$ cat src/source/vid_pkg.sv
package vid_pkg;

    ////////////////////////////////////////////////////////////////////////////
    // frame geometry

    localparam int H_ACTIVE     = 16;                       // visible pixels per line
    localparam int V_ACTIVE     = 8;                        // visible lines per frame
    localparam int FRAME_PIXELS = H_ACTIVE * V_ACTIVE;      // buffer depth
    localparam int ADDR_W       = $clog2(FRAME_PIXELS);     // buffer address width

    ////////////////////////////////////////////////////////////////////////////
    // raster timing

    localparam int H_FP    = 2;                             // pixels
    localparam int H_SYNC  = 3;
    localparam int H_BP    = 3;
    localparam int H_TOTAL = H_ACTIVE + H_FP + H_SYNC + H_BP;

    localparam int V_FP    = 1;                             // lines
    localparam int V_SYNC  = 2;
    localparam int V_BP    = 1;
    localparam int V_TOTAL = V_ACTIVE + V_FP + V_SYNC + V_BP;

    localparam int H_CNT_W = $clog2(H_TOTAL);               // pixel counter width
    localparam int V_CNT_W = $clog2(V_TOTAL);               // line counter width

    localparam int OUT_LAT = 2;                             // read request to colour

    // frame control state codes
    localparam int               ST_W        = 2;
    localparam logic [ST_W-1:0]  ST_WAIT_SOF = 2'd0;        // no frame start seen yet
    localparam logic [ST_W-1:0]  ST_FILL     = 2'd1;        // first frame going in
    localparam logic [ST_W-1:0]  ST_RUN      = 2'd2;        // display live

    // one 16-bit pixel word, seen raw or by colour field
    typedef union packed {
        logic [15:0] raw;
        struct packed {
            logic [4:0] r;
            logic [5:0] g;
            logic [4:0] b;
        } f;
    } rgb565_t;

    typedef logic [7:0] chan8_t;                            // one output colour channel

endpackage

$ cat src/source/cam_display_top.sv
`timescale 1ns/1ns

module cam_display_top import vid_pkg::*;
(
    input  logic       core_clk,
    input  logic       i_arst_n,
    input  logic       i_cam_vsync,
    input  logic       i_cam_href,
    input  logic [7:0] i_cam_data,
    output logic       o_hs,
    output logic       o_vs,
    output logic       o_de,
    output chan8_t     o_r,
    output chan8_t     o_g,
    output chan8_t     o_b,
    output logic       o_display_en
);

    logic              pix_valid;
    rgb565_t           pix;
    logic              sof;
    logic              wr_restart;
    logic              wr_allow;
    logic              wr_full;
    logic              rd_en;
    logic [ADDR_W-1:0] rd_addr;

    ////////////////////////////////////////////////////////////////////////////
    // camera capture and frame control

    cmos_pixel_pack cmos_pixel_pack_i (
        .core_clk     (core_clk),
        .i_arst_n     (i_arst_n),
        .i_cam_vsync  (i_cam_vsync),
        .i_cam_href   (i_cam_href),
        .i_cam_data   (i_cam_data),
        .o_pix_valid  (pix_valid),
        .o_pix        (pix),
        .o_sof        (sof)
    );

    frame_ctrl_fsm frame_ctrl_fsm_i (
        .core_clk     (core_clk),
        .i_arst_n     (i_arst_n),
        .i_sof        (sof),
        .i_wr_full    (wr_full),
        .o_wr_restart (wr_restart),
        .o_wr_allow   (wr_allow),
        .o_display_en (o_display_en)
    );

    ////////////////////////////////////////////////////////////////////////////
    // buffer and display raster

    frame_store frame_store_i (
        .core_clk     (core_clk),
        .i_arst_n     (i_arst_n),
        .i_wr_restart (wr_restart),
        .i_wr_allow   (wr_allow),
        .i_pix_valid  (pix_valid),
        .i_pix        (pix),
        .i_rd_en      (rd_en),
        .i_rd_addr    (rd_addr),
        .o_wr_full    (wr_full),
        .o_r          (o_r),
        .o_g          (o_g),
        .o_b          (o_b)
    );

    video_timing video_timing_i (
        .core_clk     (core_clk),
        .i_arst_n     (i_arst_n),
        .i_display_en (o_display_en),
        .o_rd_en      (rd_en),
        .o_rd_addr    (rd_addr),
        .o_hs         (o_hs),
        .o_vs         (o_vs),
        .o_de         (o_de)
    );

endmodule

$ cat src/source/cmos_pixel_pack.sv
`timescale 1ns/1ns

module cmos_pixel_pack import vid_pkg::*;
(
    input  logic        core_clk,
    input  logic        i_arst_n,
    input  logic        i_cam_vsync,
    input  logic        i_cam_href,
    input  logic [7:0]  i_cam_data,
    output logic        o_pix_valid,
    output rgb565_t     o_pix,
    output logic        o_sof
);

    logic       vsync_d0;
    logic       vsync_d1;
    logic       href_d0;
    logic [7:0] data_d0;
    logic       phase;                                      // 1 = high byte held
    logic [7:0] byte_hi;
    rgb565_t    pair_word;

    ////////////////////////////////////////////////////////////////////////////
    // input register and byte pairing

    always_ff @(posedge core_clk or negedge i_arst_n)
    begin
        if (!i_arst_n)
        begin
            vsync_d0    <= 1'b0;
            vsync_d1    <= 1'b0;
            href_d0     <= 1'b0;
            phase       <= 1'b0;
            o_pix_valid <= 1'b0;
            o_sof       <= 1'b0;
        end
        else
        begin
            vsync_d0    <= i_cam_vsync;
            vsync_d1    <= vsync_d0;
            href_d0     <= i_cam_href;
            phase       <= href_d0 ? ~phase : 1'b0;         // odd leftover byte dropped
            o_pix_valid <= href_d0 & phase;
            o_sof       <= vsync_d0 & ~vsync_d1;            // vsync rising edge
        end
    end

    always_ff @(posedge core_clk)
    begin
        data_d0 <= i_cam_data;
        if (href_d0 && !phase)
            byte_hi <= data_d0;                             // first byte goes high
    end

    assign pair_word.raw = {byte_hi, data_d0};

    // red and blue trade places on the way out
    always_ff @(posedge core_clk)
    begin
        if (href_d0 && phase)
        begin
            o_pix.f.r <= pair_word.f.b;
            o_pix.f.g <= pair_word.f.g;
            o_pix.f.b <= pair_word.f.r;
        end
    end

    a_pix_spaced: assert property (@(posedge core_clk) disable iff (!i_arst_n)
        o_pix_valid |=> !o_pix_valid);

endmodule

$ cat src/source/frame_ctrl_fsm.sv
`timescale 1ns/1ns

module frame_ctrl_fsm import vid_pkg::*;
(
    input  logic core_clk,
    input  logic i_arst_n,
    input  logic i_sof,
    input  logic i_wr_full,
    output logic o_wr_restart,
    output logic o_wr_allow,
    output logic o_display_en
);

    logic [ST_W-1:0] state;
    logic [ST_W-1:0] state_nxt;

    ////////////////////////////////////////////////////////////////////////////
    // state register

    always_ff @(posedge core_clk or negedge i_arst_n)
    begin
        if (!i_arst_n)
            state <= ST_WAIT_SOF;
        else
            state <= state_nxt;
    end

    always_comb
    begin
        state_nxt = state;
        case (state)
            ST_WAIT_SOF:
            begin
                if (i_sof)
                    state_nxt = ST_FILL;                    // first frame begins
            end
            ST_FILL:
            begin
                if (i_wr_full)
                    state_nxt = ST_RUN;                     // buffer holds a whole frame
            end
            ST_RUN:
            begin
                state_nxt = ST_RUN;                         // only reset leaves
            end
            default:
            begin
                state_nxt = ST_WAIT_SOF;
            end
        endcase
    end

    ////////////////////////////////////////////////////////////////////////////
    // outputs

    // every frame start rewinds the writer, including the one that leaves WAIT_SOF
    assign o_wr_restart = i_sof;
    assign o_wr_allow   = (state == ST_FILL) || (state == ST_RUN);
    assign o_display_en = (state == ST_RUN);

    a_display_sticky: assert property (@(posedge core_clk) disable iff (!i_arst_n)
        o_display_en |=> o_display_en);

endmodule

$ cat src/source/frame_store.sv
`timescale 1ns/1ns

module frame_store import vid_pkg::*;
(
    input  logic              core_clk,
    input  logic              i_arst_n,
    input  logic              i_wr_restart,
    input  logic              i_wr_allow,
    input  logic              i_pix_valid,
    input  rgb565_t           i_pix,
    input  logic              i_rd_en,
    input  logic [ADDR_W-1:0] i_rd_addr,
    output logic              o_wr_full,
    output chan8_t            o_r,
    output chan8_t            o_g,
    output chan8_t            o_b
);

    logic [15:0]       mem [FRAME_PIXELS];
    logic [ADDR_W-1:0] wr_addr;
    logic              wr_done;                             // address saturated
    logic              wr_en;
    rgb565_t           rd_word;
    logic              rd_valid;

    ////////////////////////////////////////////////////////////////////////////
    // write side

    assign wr_en     = i_wr_allow & i_pix_valid & ~wr_done;
    assign o_wr_full = wr_en && (wr_addr == ADDR_W'(FRAME_PIXELS - 1));

    always_ff @(posedge core_clk or negedge i_arst_n)
    begin
        if (!i_arst_n)
        begin
            wr_addr <= '0;
            wr_done <= 1'b0;
        end
        else if (i_wr_restart)
        begin
            wr_addr <= '0;
            wr_done <= 1'b0;
        end
        else if (o_wr_full)
            wr_done <= 1'b1;                                // last pixel, address holds
        else if (wr_en)
            wr_addr <= wr_addr + 1'b1;
    end

    always_ff @(posedge core_clk)
    begin
        if (wr_en)
            mem[wr_addr] <= i_pix.raw;
    end

    ////////////////////////////////////////////////////////////////////////////
    // read side, two register stages

    always_ff @(posedge core_clk)
    begin
        if (i_rd_en)
            rd_word.raw <= mem[i_rd_addr];
    end

    always_ff @(posedge core_clk or negedge i_arst_n)
    begin
        if (!i_arst_n)
        begin
            rd_valid <= 1'b0;
            o_r      <= '0;
            o_g      <= '0;
            o_b      <= '0;
        end
        else
        begin
            rd_valid <= i_rd_en;
            o_r      <= rd_valid ? {rd_word.f.r, 3'b000} : '0;  // zero pad low bits
            o_g      <= rd_valid ? {rd_word.f.g, 2'b00}  : '0;
            o_b      <= rd_valid ? {rd_word.f.b, 3'b000} : '0;
        end
    end

    a_no_write_when_full: assert property (@(posedge core_clk) disable iff (!i_arst_n)
        o_wr_full |=> (!wr_en until i_wr_restart));

endmodule

$ cat src/source/video_timing.sv
`timescale 1ns/1ns

module video_timing import vid_pkg::*;
(
    input  logic              core_clk,
    input  logic              i_arst_n,
    input  logic              i_display_en,
    output logic              o_rd_en,
    output logic [ADDR_W-1:0] o_rd_addr,
    output logic              o_hs,
    output logic              o_vs,
    output logic              o_de
);

    logic [H_CNT_W-1:0] h_cnt;                              // pixel in line
    logic [V_CNT_W-1:0] v_cnt;                              // line in frame
    logic               h_last;
    logic               v_last;
    logic               de_raw;
    logic               hs_raw;
    logic               vs_raw;
    logic [OUT_LAT-1:0] de_dly;
    logic [OUT_LAT-1:0] hs_dly;
    logic [OUT_LAT-1:0] vs_dly;

    ////////////////////////////////////////////////////////////////////////////
    // raster counters

    assign h_last = (h_cnt == H_CNT_W'(H_TOTAL - 1));
    assign v_last = (v_cnt == V_CNT_W'(V_TOTAL - 1));

    always_ff @(posedge core_clk or negedge i_arst_n)
    begin
        if (!i_arst_n)
        begin
            h_cnt <= '0;
            v_cnt <= '0;
        end
        else if (!i_display_en)
        begin
            h_cnt <= '0;                                    // parked at origin
            v_cnt <= '0;
        end
        else if (h_last)
        begin
            h_cnt <= '0;
            v_cnt <= v_last ? '0 : v_cnt + 1'b1;
        end
        else
            h_cnt <= h_cnt + 1'b1;
    end

    // active region and sync windows
    assign de_raw = i_display_en && (h_cnt < H_ACTIVE) && (v_cnt < V_ACTIVE);
    assign hs_raw = (h_cnt >= H_ACTIVE + H_FP) && (h_cnt < H_ACTIVE + H_FP + H_SYNC);
    assign vs_raw = (v_cnt >= V_ACTIVE + V_FP) && (v_cnt < V_ACTIVE + V_FP + V_SYNC);

    assign o_rd_en   = de_raw;
    assign o_rd_addr = ADDR_W'(int'(v_cnt) * H_ACTIVE + int'(h_cnt));

    ////////////////////////////////////////////////////////////////////////////
    // sync delay line, matches the frame store read path

    always_ff @(posedge core_clk or negedge i_arst_n)
    begin
        if (!i_arst_n)
        begin
            de_dly <= '0;
            hs_dly <= '0;
            vs_dly <= '0;
        end
        else
        begin
            de_dly <= {de_dly[OUT_LAT-2:0], de_raw};
            hs_dly <= {hs_dly[OUT_LAT-2:0], hs_raw};
            vs_dly <= {vs_dly[OUT_LAT-2:0], vs_raw};
        end
    end

    assign o_de = de_dly[OUT_LAT-1];
    assign o_hs = hs_dly[OUT_LAT-1];
    assign o_vs = vs_dly[OUT_LAT-1];

    // hs sits in the horizontal blanking, never over active video
    a_de_hs_apart: assert property (@(posedge core_clk) disable iff (!i_arst_n)
        !(o_de && o_hs));

endmodule
$ cat config.mk
export PLATFORM = sky130hd
export DESIGN_NAME = cam_display_top
export DESIGN_NICKNAME = d
export VERILOG_FILES = /design/src/source/vid_pkg.sv /design/src/source/cam_display_top.sv /design/src/source/cmos_pixel_pack.sv /design/src/source/frame_ctrl_fsm.sv /design/src/source/frame_store.sv /design/src/source/video_timing.sv
export SDC_FILE = /design/constraint.sdc
export NUM_CORES = 2
export LEC_CHECK = 0
export ABC_AREA = 0
export BUFFER_PORTS_ARGS = -buffer_cell sky130_fd_sc_hd__buf_4
export CAP_MARGIN = 20
export CORE_ASPECT_RATIO = 1.5
export CORE_MARGIN = 10
export CORE_UTILIZATION = 57
export CTS_CLUSTER_DIAMETER = 60
export DETAILED_ROUTE_END_ITERATION = 8
export PLACE_DENSITY = 0.76
export SKIP_CTS_REPAIR_TIMING = 1
export SKIP_LAST_GASP = 1
export SYNTH_ARGS = -nofsm -noshare
export SYNTH_HDL_FRONTEND = slang
export SYNTH_HIERARCHICAL = 1
export SYNTH_SLANG_ARGS = --single-unit
$ cat constraint.sdc
create_clock -name core_clk -period 3.31 [get_ports core_clk]
set_clock_uncertainty 0.2 [all_clocks]
set_input_delay 0.8275 -clock core_clk [delete_from_list [all_inputs] [get_ports core_clk]]
set_output_delay 0.8275 -clock core_clk [all_outputs]
set_load 0.03 [all_outputs]
==> reports/results.env <==
OUTCOME='finished, violations left'
FAILED_CHECKS='setup timing'
N_FILL_CELL=8259
WORST-SETUP-PATH-TYPE='reg -> reg'
CRIT_CHAIN='buf_12 -> clkbuf_16 -> buf_4 -> mux4_2 -> mux4_2 -> mux4_2 -> mux2_2'
PATH_COMMON_CELL='mux4_2'
CLOCK_TREE_FROM_TRITONCTS='done'
CLOCK_LATENCY_PS=830
POST_SYNTH_FA_HA_MAJ_AREA_FRACTION_PCT=0.153
CRITPATHREQUIREDTIME_PS=3680
BUFFERS_PLUS_INVERTERS_ON_THE_WORST_SETUP_PATH=3
GLOBAL_ROUTE.OVERFLOW_TOTAL=0
ROOT_BUFFER='clkbuf_16'
HOLD_VIOL_FINAL=0
MOST-COMMON-LAYOUT-CELLS='2088 x edfxtp_1, 672 x mux4_2, 289 x buf_4, 195 x clkbuf_16, 141 x nor2_1'
FINISH.NET_COUNT=3731
DOMINANT_DELAY_CONTRIBUTOR_BY_CELL_FAMILY_ON_THE_CRITICAL_PATH='multiplexers'
CLOCK_TREE.HTREE_LEVEL_COUNT=4
INITIAL_CORE_UTIL_PCT=57.2
ROUTED_WL_MM=206
TIMING.RR.END='frame_store_i/rd_word[11]$_DFFE_PP_'
WORSTSETUPENDPOINT='frame_store_i/rd_word[11]$_DFFE_PP_'
POST_LAYOUT_NONFILLER_INSTANCES=5754
POST_SYNTH_AND_OR_NAND_NOR_AREA_FRACTION_PCT=1.26
SEQ_AREA_FRAC_SYNTH_PCT=78.5
POST_SYNTHESIS_COMPOUND_GATE_AREA_FRACTION_PCT=0.155
GRT_MAX_DEGREE=129
FP.DIEW_UM=329
WORST_R2R_PATH_DEPTH=7
DRIVE_ABOVE_1_SHARE_PCT=35.7
DRV_CAP=0
FINALSETUPVIOLCOUNT=16
TIMING.MAX_SLEW.REL_SLACK_PCT=26.4
DRC=0
DETAILROUTE.VIA_COUNT=38800
FIRSTDRTPASSITERS=6
TMIN_FINAL_PS=3550
WL_PER_CELL_UM=35.9
GRT_PASS1_VIAS=39100
GRT_ANTENNA_BEFORE_REPAIR=10
LAYOUT.CORE_UTILIZATION_PCT=65.7
DRTANTENNAVIOLNETS=0
WORST_SETUP_PATH_START_KIND='flop'
PLACE_CONGESTION=0.816
CRITICAL_PATH_DEPTH=7
CTS-ROOT-TO-SINK-BUFFERS=3
PERIOD_SHARE_PCT=107
R2R-START='video_timing_i/h_cnt[0]$_DFF_PN0_'
SYNTH-ASYNC-RESET-RATIO_PCT=2.24
CORE_AREA_UM2=143000
TIMING.CRITICAL_PATH.ARRIVAL_PS=3930
DRT_ITER0_MARKERS=5847
POWER.IR.VDD_WORST_mV=0.573
UNREPAIRED_SETUP_ENDPOINTS_AFTER_GLOBAL_ROUTING='true'
DOMINANT_COMBINATIONAL_CELL_FAMILY_BY_AREA_AFTER_SYNTHESIS='multiplexers'
PLACEDCELLCOUNT=5354
FINALPOWER_mW=64.9
SLEW_VIOL_FINAL=0
DP_HPWL_MM=117
HOLD_PATH.CLASS='reg -> reg'
PLACE.PORT_BUFFERS=31
TIMING.CRITICAL_PATH.FROM='video_timing_i/h_cnt[0]$_DFF_PN0_'
TRITONCTS.NUM_BUFFERS=183
WORSTMARGINPINSLEW_PS=1100
POST-ROUTE-CELL-AREA_UM2=93800
POWER_LEAKAGE_nW=29.1
SYNTH_XOR_AREA_SHARE_PCT=0.0537
POST_SYNTH_INSTANCE_AREA_UM2=81600
CPMAXSTAGEDELAYCELL='mux4_2'
VIA_DENSITY_PER_INSTANCE=6.74
DISTINCT_CELL_TYPE_COUNT_AFTER_SYNTHESIS=50
NUMBER_OF_FLOPS_MAPPED_TO_ENABLE_CELLS_BY_YOSYS=2088
TIMING.REG2REG.SETUP_SLACK_PS=-240
SYNTH.AREA.MUX_SHARE_PCT=18.8
DIE_HEIGHT_UM=483
AVGSYNTHCELLAREA_UM2=24.8
SYNTH_WARN=6
TIMING.FINAL.WS_SETUP_PS=-243
POWER.DENSITY_nW_PER_UM2=692
CTS_SINKS=2144
TIMING.CRITICAL_PATH.TO_TYPE='flop'
FINAL_COMMON_CELL='edfxtp_1'
GRT_PASS1_WL_MM=291
CLKTRANSATPATHREGS_PS=70
DESIGN.PORTCOUNT=40
ROWS=170
HIGHEST_FANOUT_SEEN_ON_THE_CRITICAL_PATH=8
CRITICAL-PATH-MAX-STAGE-DELAY_PS=650
FMAXACHIEVABLE_GHz=0.281
FLOORPLAN.DIE_AREA_UM2=159000
FINAL_HOLD_SLACK_PS=151
DPL-INSTANCE-AREA_UM2=87000
SYNTH_FF_TYPE='edfxtp_1'
GRT_USAGE_PCT=25.6
POST_SYNTH_INST_COUNT=3290
SYNTHTOLAYOUTAREAGROWTH_PCT=14.9
POSTSYNTHREGISTERBITS=2144
per-layer routing:
layer | GRT usage (%) | part of all wire, %
met3 | 4.48 | 10
met4 | 10.2 | 4.8
met1 | 32.8 | 33
met2 | 43.5 | 52
met5 | 0 | 0.0058
metrics by stage:
step | worst slack [ps] | TNS [ps]
after floorplan | 44.2 | 0
after global placement | -324 | -3550
after detailed placement | -344 | -3700
after CTS | -372 | -4090
after global routing | -240 | -3140
final | -243 | -3110
where the power goes:
group          switching [mW]  internal (mW)  leakage [nW]
Clock                    9.68           11.8          2.89
Combinational            6.28           6.88          6.74
Sequential              0.286           30.0          19.5
Total                    16.2           48.6          29.1
cell usage after synthesis (3+ instances only):
cell type     n  share of area [%]
a21oi_1       6              0.037
and2_1       18               0.14
buf_1        26               0.12
buf_2        53               0.33
buf_4        14               0.13
clkbuf_1     94               0.43
dfrtp_1      48                1.5
dfxtp_1       8               0.20
edfxtp_1   2088                 77
ha_1         10               0.15
inv_1         9              0.041
mux2_2       16               0.22
mux2i_1       3              0.037
mux4_2      672                 19
nand2_1      16              0.074
nand3_1      11              0.067
nand3b_1      5              0.046
nor2_1      141               0.65
nor2b_1       5              0.038
o21ai_0       4              0.025
or2_2         7              0.054
xor2_1        3              0.032
cell type report:
class	instances	area [µm²]	share of cell area, %
flip-flops and latches	2144	64100	68.3
multi-input cells	956	16800	17.9
clock buffers	230	4880	5.21
inverters	9	33.8	0.0360
clock inverters	104	1050	1.12
repair buffers	415	4600	4.90
diodes	4	10.0	0.0107
well taps	1892	2370	2.52
registers in the layout, summed over array words and instances, names as in the netlist, 4 cells and up:
| name | cells |
|---|---|
| frame_store_i/o_b | 5 |
| frame_store_i/wr_addr | 7 |
| frame_store_i/mem | 2048 |
| frame_store_i/o_g | 6 |
| frame_store_i/rd_word | 16 |
| frame_store_i/o_r | 5 |
| cmos_pixel_pack_i/data_d0 | 8 |
| cmos_pixel_pack_i/o_pix | 16 |
| video_timing_i/h_cnt | 5 |
| cmos_pixel_pack_i/byte_hi | 8 |
| video_timing_i/v_cnt | 4 |
cells by family (layout without fill, tap and decap cells):
family                   count (synthesis)  after routing
AO/OA/AOI/OAI                           19             19
buffers and inverters                  197            758
AND/OR/NAND/NOR                        222            222
other                                    1             12
adder cells (fa/ha/maj)                 10             10
multiplexers                           692            692
XOR/XNOR                                 5              5
flip-flops                            2144           2144
worst min-delay path by stage:
stage	from	endpoint	slack, ps	cells past startpoint
floorplan	video_timing_i/de_dly[0]$_DFF_PN0_	video_timing_i/de_dly[1]$_DFF_PN0_	130	0
global placement	video_timing_i/hs_dly[0]$_DFF_PN0_	video_timing_i/hs_dly[1]$_DFF_PN0_	140	0
detailed placement	video_timing_i/de_dly[0]$_DFF_PN0_	video_timing_i/de_dly[1]$_DFF_PN0_	140	0
CTS	i_arst_n	cmos_pixel_pack_i/href_d0$_DFF_PN0_	-190	1
global route	video_timing_i/de_dly[0]$_DFF_PN0_	video_timing_i/de_dly[1]$_DFF_PN0_	150	0
finish	video_timing_i/de_dly[0]$_DFF_PN0_	video_timing_i/de_dly[1]$_DFF_PN0_	150	0
worst reg2reg max path, delay by kind of cell, from the launching register on:
kind,cells,cell delay (ps)
buffers and inverters,3,510
DFF,1,470
muxes,4,2110
No activity file was read; power rests on OpenSTA's default activity.
